File: src/design/scope_defs.svh
/*
 * scope capture core defines
 * sample, counter and buffer widths plus the register word map
 */

`ifndef SCOPE_DEFS_SVH
`define SCOPE_DEFS_SVH

// signed adc sample width
`define SCOPE_DW 16
// post-trigger delay counter width
`define SCOPE_CW 16
// buffer address width, 256 samples
`define SCOPE_AW 8

// register word addresses, 9-bit wishbone word space
`define SCOPE_REG_CTRL    9'd0
`define SCOPE_REG_DLY     9'd1
`define SCOPE_REG_TRG     9'd2
`define SCOPE_REG_STS_DLY 9'd3
`define SCOPE_REG_PTR     9'd4
// address bit selecting the buffer window (256..511)
`define SCOPE_BUF_SEL 8

`endif

File: src/design/scope_pkg.sv
/*
 * scope capture core types
 * stream beat, trigger configuration and wishbone bundles
 */

`include "scope_defs.svh"

package scope_pkg;

  // one stream beat, sample plus last marker
  typedef struct packed {
    logic signed [`SCOPE_DW-1:0] dat;
    logic                        lst;
  } strm_t;

  // trigger config, laid out as the TRG register bits
  // en in bit 17, edge in bit 16, level in 15:0
  typedef struct packed {
    logic                        en;
    logic                        edg;  // 0 rising, 1 falling
    logic signed [`SCOPE_DW-1:0] lvl;
  } trg_cfg_t;

  // wishbone classic master request
  typedef struct packed {
    logic                     cyc;
    logic                     stb;
    logic                     we;
    logic [`SCOPE_BUF_SEL:0]  adr;  // word address
    logic [31:0]              dat;
    logic [3:0]               sel;
  } wb_req_t;

  // wishbone slave response
  typedef struct packed {
    logic [31:0] dat;
    logic        ack;
  } wb_rsp_t;

endpackage

File: src/design/scope_trig.sv
/*
 * level-crossing trigger detector
 * compares each transferred sample against the one before it
 */

`timescale 1ns/1ps
`include "scope_defs.svh"

module scope_trig (
  input  logic                sti,
  input  logic                ctl_rst,
  input  scope_pkg::trg_cfg_t cfg,
  input  scope_pkg::strm_t    smp,
  input  logic                trn,
  output logic                trg
);

  // previous transferred sample
  logic signed [`SCOPE_DW-1:0] prv;
  // history holds a real sample
  logic                        hst_vld;
  logic                        rise;
  logic                        fall;

  // history flag, first transfer only loads
  always_ff @(posedge sti) begin
    if (ctl_rst) begin
      hst_vld <= 1'b0;
    end else if (trn) begin
      hst_vld <= 1'b1;
    end
  end

  always_ff @(posedge sti) begin
    if (trn) begin
      prv <= smp.dat;
    end
  end

  // below then at or above the level
  assign rise = (prv < cfg.lvl) && (smp.dat >= cfg.lvl);
  // above then at or below the level
  assign fall = (prv > cfg.lvl) && (smp.dat <= cfg.lvl);

  // combinational with the current transfer
  assign trg = trn & hst_vld & cfg.en & (cfg.edg ? fall : rise);

endmodule

File: src/design/scope_acq.sv
/*
 * acquisition control
 * arm, trigger and post-trigger delay, marks the final beat as last
 */

`timescale 1ns/1ps
`include "scope_defs.svh"

module scope_acq (
  input  logic                 sti,
  input  logic                 ctl_rst,
  input  logic                 ctl_clr,
  input  logic                 ctl_acq,
  input  logic                 ctl_trg,
  input  logic [`SCOPE_CW-1:0] cfg_dly,
  input  scope_pkg::strm_t     sti_dat,
  input  logic                 sti_vld,
  output logic                 sti_rdy,
  output scope_pkg::strm_t     sto_dat,
  output logic                 sto_vld,
  input  logic                 sto_rdy,
  output logic [`SCOPE_CW-1:0] sts_dly,
  output logic                 sts_acq,
  output logic                 sts_trg
);

  localparam logic [`SCOPE_CW-1:0] DLY_ONE = 1;

  logic                        sti_trn;
  logic                        trg_hit;
  logic                        lst_hit;
  logic signed [`SCOPE_DW-1:0] out_dat;
  logic                        out_lst;

  ////////////////////////////////////////////////////////////////////////////
  // transfer, trigger and last detection
  ////////////////////////////////////////////////////////////////////////////

  assign sti_trn = sti_vld & sti_rdy;
  // trigger sample, first hit while armed
  assign trg_hit = sti_trn & sts_acq & ~sts_trg & ctl_trg;
  // zero delay puts last on the trigger sample itself
  assign lst_hit = trg_hit ? (cfg_dly == '0)
                           : (sti_trn & sts_trg & (sts_dly == DLY_ONE));

  // arm and trigger status, delay countdown
  always_ff @(posedge sti) begin
    if (ctl_rst || ctl_clr) begin
      sts_acq <= 1'b0;
      sts_trg <= 1'b0;
      sts_dly <= '0;
    end else begin
      if (ctl_acq && !sts_acq) begin
        sts_acq <= 1'b1;
      end
      if (lst_hit) begin
        // counter empty, disarm
        sts_acq <= 1'b0;
        sts_trg <= 1'b0;
        sts_dly <= '0;
      end else if (trg_hit) begin
        sts_trg <= 1'b1;
        sts_dly <= cfg_dly;
      end else if (sts_trg && sti_trn) begin
        sts_dly <= sts_dly - DLY_ONE;
      end
    end
  end

  ////////////////////////////////////////////////////////////////////////////
  // output register
  ////////////////////////////////////////////////////////////////////////////

  // free to load when empty or being drained
  assign sti_rdy = sto_rdy | ~sto_vld;

  always_ff @(posedge sti) begin
    if (ctl_rst) begin
      sto_vld <= 1'b0;
      out_lst <= 1'b0;
    end else if (sti_rdy) begin
      // a clear drops the beat in flight
      sto_vld <= sti_vld & sts_acq & ~ctl_clr;
      out_lst <= lst_hit & ~ctl_clr;
    end
  end

  // zeroed while disarmed, input lst ignored
  always_ff @(posedge sti) begin
    if (sti_rdy) begin
      out_dat <= sts_acq ? sti_dat.dat : '0;
    end
  end

  assign sto_dat.dat = out_dat;
  assign sto_dat.lst = out_lst;

endmodule

File: src/design/scope_buf.sv
/*
 * circular sample buffer
 * single-ported memory, reads win over stream writes
 */

`timescale 1ns/1ps
`include "scope_defs.svh"

module scope_buf (
  input  logic                        sti,
  input  logic                        ctl_rst,
  input  scope_pkg::strm_t            wr_dat,
  input  logic                        wr_vld,
  output logic                        wr_rdy,
  input  logic                        rd_req,
  input  logic [`SCOPE_AW-1:0]        rd_adr,
  output logic signed [`SCOPE_DW-1:0] rd_dat,
  output logic [`SCOPE_AW-1:0]        end_ptr
);

  // sample memory
  logic signed [`SCOPE_DW-1:0] mem [0:(1<<`SCOPE_AW)-1];
  logic [`SCOPE_AW-1:0]        wr_ptr;
  logic                        wr_trn;

  // stall writes on a read cycle, single port
  assign wr_rdy = ~rd_req;
  assign wr_trn = wr_vld & wr_rdy;

  // write pointer wraps on its own width
  // end pointer tracks the lst beat address
  always_ff @(posedge sti) begin
    if (ctl_rst) begin
      wr_ptr  <= '0;
      end_ptr <= '0;
    end else if (wr_trn) begin
      wr_ptr <= wr_ptr + 1'b1;
      if (wr_dat.lst) begin
        end_ptr <= wr_ptr;
      end
    end
  end

  always_ff @(posedge sti) begin
    if (wr_trn) begin
      mem[wr_ptr] <= wr_dat.dat;
    end
  end

  // registered read, valid the cycle after rd_req
  always_ff @(posedge sti) begin
    if (rd_req) begin
      rd_dat <= mem[rd_adr];
    end
  end

endmodule

File: src/design/scope_regs.sv
/*
 * wishbone classic register slave
 * control pulses, delay and trigger config, status and buffer reads
 */

`timescale 1ns/1ps
`include "scope_defs.svh"

module scope_regs (
  input  logic                        sti,
  input  logic                        ctl_rst,
  input  scope_pkg::wb_req_t          wb_i,
  output scope_pkg::wb_rsp_t          wb_o,
  input  logic                        sts_acq,
  input  logic                        sts_trg,
  input  logic [`SCOPE_CW-1:0]        sts_dly,
  input  logic [`SCOPE_AW-1:0]        end_ptr,
  input  logic signed [`SCOPE_DW-1:0] rd_dat,
  output logic [`SCOPE_CW-1:0]        cfg_dly,
  output scope_pkg::trg_cfg_t         trg_cfg,
  output logic                        ctl_acq,
  output logic                        ctl_clr,
  output logic                        sw_trg,
  output logic                        rd_req,
  output logic [`SCOPE_AW-1:0]        rd_adr
);

  localparam int TW = $bits(scope_pkg::trg_cfg_t);

  logic        acc;      // new access this cycle
  logic        buf_sel;
  logic        reg_ack;
  logic        buf_ack;
  logic [31:0] reg_dat;
  logic [31:0] wmsk;

  ////////////////////////////////////////////////////////////////////////////
  // access decode
  ////////////////////////////////////////////////////////////////////////////

  // no new access while one is in flight or acked
  assign acc     = wb_i.cyc & wb_i.stb & ~reg_ack & ~buf_ack & ~rd_req;
  assign buf_sel = wb_i.adr[`SCOPE_BUF_SEL];
  assign rd_adr  = wb_i.adr[`SCOPE_AW-1:0];
  // byte lanes
  assign wmsk = {{8{wb_i.sel[3]}}, {8{wb_i.sel[2]}}, {8{wb_i.sel[1]}}, {8{wb_i.sel[0]}}};

  // ack sequencing, register 1 cycle, buffer 2 cycles
  always_ff @(posedge sti) begin
    if (ctl_rst) begin
      reg_ack <= 1'b0;
      buf_ack <= 1'b0;
      rd_req  <= 1'b0;
    end else begin
      reg_ack <= acc & ~buf_sel;
      rd_req  <= acc & buf_sel & ~wb_i.we;
      // dropped strobe cancels the late ack
      buf_ack <= rd_req & wb_i.cyc & wb_i.stb;
    end
  end

  ////////////////////////////////////////////////////////////////////////////
  // register writes and control pulses
  ////////////////////////////////////////////////////////////////////////////

  always_ff @(posedge sti) begin
    if (ctl_rst) begin
      cfg_dly <= '0;
      trg_cfg <= '0;
      ctl_acq <= 1'b0;
      ctl_clr <= 1'b0;
      sw_trg  <= 1'b0;
    end else begin
      // pulses last one cycle
      ctl_acq <= 1'b0;
      ctl_clr <= 1'b0;
      sw_trg  <= 1'b0;
      if (acc && wb_i.we && !buf_sel) begin
        case (wb_i.adr)
          `SCOPE_REG_CTRL: begin
            ctl_acq <= wb_i.dat[0] & wb_i.sel[0];
            ctl_clr <= wb_i.dat[1] & wb_i.sel[0];
            sw_trg  <= wb_i.dat[2] & wb_i.sel[0];
          end
          `SCOPE_REG_DLY: begin
            cfg_dly <= (cfg_dly & ~wmsk[`SCOPE_CW-1:0]) |
                       (wb_i.dat[`SCOPE_CW-1:0] & wmsk[`SCOPE_CW-1:0]);
          end
          `SCOPE_REG_TRG: begin
            trg_cfg <= scope_pkg::trg_cfg_t'((trg_cfg & ~wmsk[TW-1:0]) |
                                             (wb_i.dat[TW-1:0] & wmsk[TW-1:0]));
          end
          default: ;
        endcase
      end
    end
  end

  ////////////////////////////////////////////////////////////////////////////
  // read data
  ////////////////////////////////////////////////////////////////////////////

  always_ff @(posedge sti) begin
    if (acc && !buf_sel) begin
      case (wb_i.adr)
        `SCOPE_REG_CTRL:    reg_dat <= {30'd0, sts_trg, sts_acq};
        `SCOPE_REG_DLY:     reg_dat <= 32'(cfg_dly);
        `SCOPE_REG_TRG:     reg_dat <= 32'(trg_cfg);
        `SCOPE_REG_STS_DLY: reg_dat <= 32'(sts_dly);
        `SCOPE_REG_PTR:     reg_dat <= 32'(end_ptr);
        default:            reg_dat <= '0;
      endcase
    end
  end

  // buffer data arrives with its ack, sign-extended
  assign wb_o.dat = buf_ack ? {{(32-`SCOPE_DW){rd_dat[`SCOPE_DW-1]}}, rd_dat} : reg_dat;
  assign wb_o.ack = reg_ack | buf_ack;

endmodule

File: src/design/scope_top.sv
/*
 * oscilloscope capture core top level
 * adc stream through trigger, acquisition and buffer, wishbone access
 */

`timescale 1ns/1ps
`include "scope_defs.svh"

module scope_top (
  input  logic               sti,
  input  logic               ctl_rst,
  input  scope_pkg::strm_t   adc_dat,
  input  logic               adc_vld,
  output logic               adc_rdy,
  input  scope_pkg::wb_req_t wb_i,
  output scope_pkg::wb_rsp_t wb_o
);

  // configuration and control
  logic [`SCOPE_CW-1:0] cfg_dly;
  scope_pkg::trg_cfg_t  trg_cfg;
  logic                 ctl_acq;
  logic                 ctl_clr;
  logic                 sw_trg;
  logic                 hw_trg;
  // status
  logic [`SCOPE_CW-1:0] sts_dly;
  logic                 sts_acq;
  logic                 sts_trg;
  logic [`SCOPE_AW-1:0] end_ptr;
  // acquisition to buffer hop
  scope_pkg::strm_t     acq_dat;
  logic                 acq_vld;
  logic                 acq_rdy;
  // buffer read port
  logic                        rd_req;
  logic [`SCOPE_AW-1:0]        rd_adr;
  logic signed [`SCOPE_DW-1:0] rd_dat;

  ////////////////////////////////////////////////////////////////////////////
  // stream chain
  ////////////////////////////////////////////////////////////////////////////

  // trigger only watches adc transfers
  scope_trig trig_i (
    .sti     (sti),
    .ctl_rst (ctl_rst),
    .cfg     (trg_cfg),
    .smp     (adc_dat),
    .trn     (adc_vld & adc_rdy),
    .trg     (hw_trg)
  );

  scope_acq acq_i (
    .sti     (sti),
    .ctl_rst (ctl_rst),
    .ctl_clr (ctl_clr),
    .ctl_acq (ctl_acq),
    .ctl_trg (hw_trg | sw_trg),
    .cfg_dly (cfg_dly),
    .sti_dat (adc_dat),
    .sti_vld (adc_vld),
    .sti_rdy (adc_rdy),
    .sto_dat (acq_dat),
    .sto_vld (acq_vld),
    .sto_rdy (acq_rdy),
    .sts_dly (sts_dly),
    .sts_acq (sts_acq),
    .sts_trg (sts_trg)
  );

  scope_buf buf_i (
    .sti     (sti),
    .ctl_rst (ctl_rst),
    .wr_dat  (acq_dat),
    .wr_vld  (acq_vld),
    .wr_rdy  (acq_rdy),
    .rd_req  (rd_req),
    .rd_adr  (rd_adr),
    .rd_dat  (rd_dat),
    .end_ptr (end_ptr)
  );

  // register slave
  scope_regs regs_i (
    .sti     (sti),
    .ctl_rst (ctl_rst),
    .wb_i    (wb_i),
    .wb_o    (wb_o),
    .sts_acq (sts_acq),
    .sts_trg (sts_trg),
    .sts_dly (sts_dly),
    .end_ptr (end_ptr),
    .rd_dat  (rd_dat),
    .cfg_dly (cfg_dly),
    .trg_cfg (trg_cfg),
    .ctl_acq (ctl_acq),
    .ctl_clr (ctl_clr),
    .sw_trg  (sw_trg),
    .rd_req  (rd_req),
    .rd_adr  (rd_adr)
  );

endmodule

File: config.mk
export PLATFORM = sky130hd
export DESIGN_NAME = scope_top
export DESIGN_NICKNAME = d
export VERILOG_FILES = /design/src/design/scope_pkg.sv /design/src/design/scope_trig.sv /design/src/design/scope_acq.sv /design/src/design/scope_buf.sv /design/src/design/scope_regs.sv /design/src/design/scope_top.sv
export VERILOG_INCLUDE_DIRS = /design/src /design/src/design
export SDC_FILE = /design/constraint.sdc
export NUM_CORES = 2
export LEC_CHECK = 0
export ABC_AREA = 0
export BUFFER_PORTS_ARGS = -buffer_cell sky130_fd_sc_hd__buf_2
export CAP_MARGIN = 30
export CORE_MARGIN = 2
export CORE_UTILIZATION = 35
export CTS_BUF_LIST = sky130_fd_sc_hd__clkbuf_16
export DETAILED_ROUTE_END_ITERATION = 8
export GPL_TIMING_DRIVEN = 0
export PLACE_DENSITY = 0.51
export SLEW_MARGIN = 20
export SYNTH_ARGS = -nofsm -noshare
export SYNTH_HDL_FRONTEND = slang
export SYNTH_SLANG_ARGS = --single-unit
File: constraint.sdc
create_clock -name sti -period 7.9 [get_ports sti]
set_clock_uncertainty 0.2 [all_clocks]
set_input_delay 1.58 -clock sti [delete_from_list [all_inputs] [get_ports sti]]
set_output_delay 1.58 -clock sti [all_outputs]
set_load 0.02 [all_outputs]
==> metrics.cfg <==
[floorplanning]
die_h_um = 687
dieWidth_um = 687
initial_core_util = 0.352
num_rows = 250
die_area_um2 = 472000
design.core.area_um2 = 464000
ios = 102

[grt]
antenna_found_initial = 46
grt_start_max_net_pins = 33
grt_usage = 0.225
use_met2 = 0.352
grt_pass1_wl_um = 721000
busiest_layer = met2
grt_pass1_vias = 81742
met1_usage = 0.315
grtUsageMet3 = 0.0480
grt-ovfl-total = 0

[yosys]
yosysSeqAreaShare = 0.774
synth_area_per_cell_um2 = 23.6
ys.flop_type = edfxtp_1
yosys.area.top_type = edfxtp_1
synthTopCellsByArea = edfxtp_1, mux4_2, dfxtp_1, nor2_1, clkbuf_1
synth_top_area_frac = 0.765
synth_edf_count = 4162
yosys_warnings = 0
syn-num-nets = 7032
syn_inst = 6926
synth_cell_types = 63
syn-cell-area_um2 = 163000
async_flop_share = 0
synth-seq-cells = 4239

[critical_path]
cp-start-kind = input port
worstSetupEndpointType = flop
crit_path_top_delay_cell = buf_2
critPathMaxFanout = 10
crit_path_cell_trace = buf_2 > clkbuf_1 > buf_8 > clkbuf_1 > mux4_2 > mux4_2 > mux2i_1 > a21oi_1 > a22oi_1 > o21ai_1
path_class = input port to flop
worst-endpoint-arrival_ns = 6.29
worst_ep_required_time_ns = 8.35
critical_path.max_stage_delay_ns = 0.72

[clocking]
root_buffer = clkbuf_16
clk_pin_slew_ns = 0.06
clock_sinks = 4239
cts_hold_buf = 0
cts_setup_buffers = 0
h-tree-depth = 5
cts_buffers = 434
cts_tree = yes
cts_buffer_depth = 4
post_cts_resized = 0
clk_latency_ns = 1.00

[job]
cap_violations = 0

[timing]
rsz0062_at_grt = no
drv_slew = 0
slew-limit-headroom = 0.257
worst_pin_slew_ns = 1.11
timing.final.crit_share = 0.740
setup_viol = 0
layout_setup_ws_ns = 2.06
hold_viol_final = 0
max_freq_mhz = 171
fin_crit_ns = 5.84

[placement]
place_congestion = 0.896
portBuffers = 78
dp_slack_ns = 1.07
dp.cells = 13635
place_hpwl_um = 382000
placed_area_um2 = 182000

[status]
status = completed

[final_layout]
design_area_um2 = 196000
fin_nets = 8010
finalNonFillerCells = 14455
finalCoreUtilization = 0.422
drive_above_1_share = 0.361
layout_common_cells = edfxtp_1, mux4_2, clkbuf_16, nor2_4, buf_2
synthToLayoutAreaGrowth_pct = 19.7
final_common_cell = edfxtp_1

[drt]
drc = 0
viasPerCell = 5.74
wire_per_inst_um = 37.3
routed-via-count = 82971
dr.pass1.iters = 8
ant_nets = 0
drt-initial-drc-count = 12309
totalWireLength_um = 540000

[pwr]
ir_drop_v = 0.000207
leakagePower_uw = 0.0646
p_per_area_nw_per_um2 = 237

[worst_hold_path]
hold_path_class = flop to flop

[worst paths after layout]
check                        start                 to  slack [ns]  depth (start not counted)
hold reg to reg   buf_i.end_ptr[6]   buf_i.end_ptr[6]        0.26                          2
setup / recovery          wb_i[37]    buf_i.rd_dat[1]        2.06                         10
setup reg to reg     acq_i.sto_vld  buf_i.mem[99][14]        3.15                          6
hold / removal    buf_i.end_ptr[6]   buf_i.end_ptr[6]        0.26                          2
[metal layers]
metal  routed length, um  up-vias
met4               21100        8
met3               50600      837
met1              218000    45972
met2              250000     4389
met5                 242        -
li1                    -    31765
[flip-flops by register name, summed over array words and instances (netlist names), 8 cells and up, named ones only]
| signal | count |
|---|---|
| acq_i.out_dat | 16 |
| buf_i.mem | 4096 |
| trig_i.prv | 16 |
| regs_i.reg_dat | 18 |
| buf_i.wr_ptr | 8 |
| acq_i.sts_dly | 16 |
| buf_i.rd_dat | 16 |
| buf_i.end_ptr | 8 |
[kinds of logic after synthesis]
logic type | share of synthesized area
buf+inv | 0.0115
flops | 0.774
xor+xnor | 0.000965
mux | 0.185
compound gates | 0.00867
simple gates | 0.0167
fa+ha+maj | 0.00291
[cell type report]
cell class	count	area, um2
sequential	4239	127000
fill	39775	269000
antenna	19	47.5
buffer	399	1920
timing repair buffer	542	8930
clock inverter	356	2620
inverter	30	113
clock buffer	438	11000
multi-input combinational	2258	36900
tap	6174	7720
[worst max-delay path, delay by kind of cell]
| family | cells | cell delay (ns) |
|---|---|---|
| buffers and inverters | 4 | 2.19 |
| AOI/OAI and AO/OA | 3 | 0.89 |
| muxes | 3 | 1.56 |
[Yosys cell counts, types with 3 or more instances]
cell type / number
nor2_1: 337
mux2_2: 16
a21o_1: 3
o21ai_1: 14
o21a_1: 3
a22oi_1: 28
xnor2_1: 9
clkbuf_1: 219
or2_2: 8
nor2b_1: 23
a211o_1: 3
dfxtp_1: 77
or4_1: 3
buf_6: 5
nor4_1: 9
a211oi_1: 30
nor3b_1: 5
a31oi_1: 5
a21oi_1: 48
nor3_1: 23
o211ai_1: 9
xor2_1: 9
buf_2: 115
and4_1: 4
mux4_2: 1317
mux2i_1: 41
ha_1: 38
nand2b_1: 4
inv_1: 30
and2_1: 24
or3_1: 3
nand4_1: 14
o21ai_0: 25
buf_4: 21
and3_1: 3
edfxtp_1: 4162
nand3_1: 62
nand2_1: 80
o22ai_1: 18
o221ai_1: 11
buf_1: 38
[power by group]
| group | internal [uW] | switching (uW) |
|---|---|---|
| Clock | 11100 | 8760 |
| Sequential | 24300 | 3.32 |
| Combinational | 805 | 1300 |
[through the flow]
step	hold slack [ns]	TNS (ns)	total power (uW)
final	0.262	0	46300
after global routing	0.292	0	47400
after CTS	0.266	0	46600
after detailed placement	0.258	0	26900
after global placement	0.251	-2064.14	26800
after floorplan	0.211	0	25900
(Power assumes the default switching activity.)
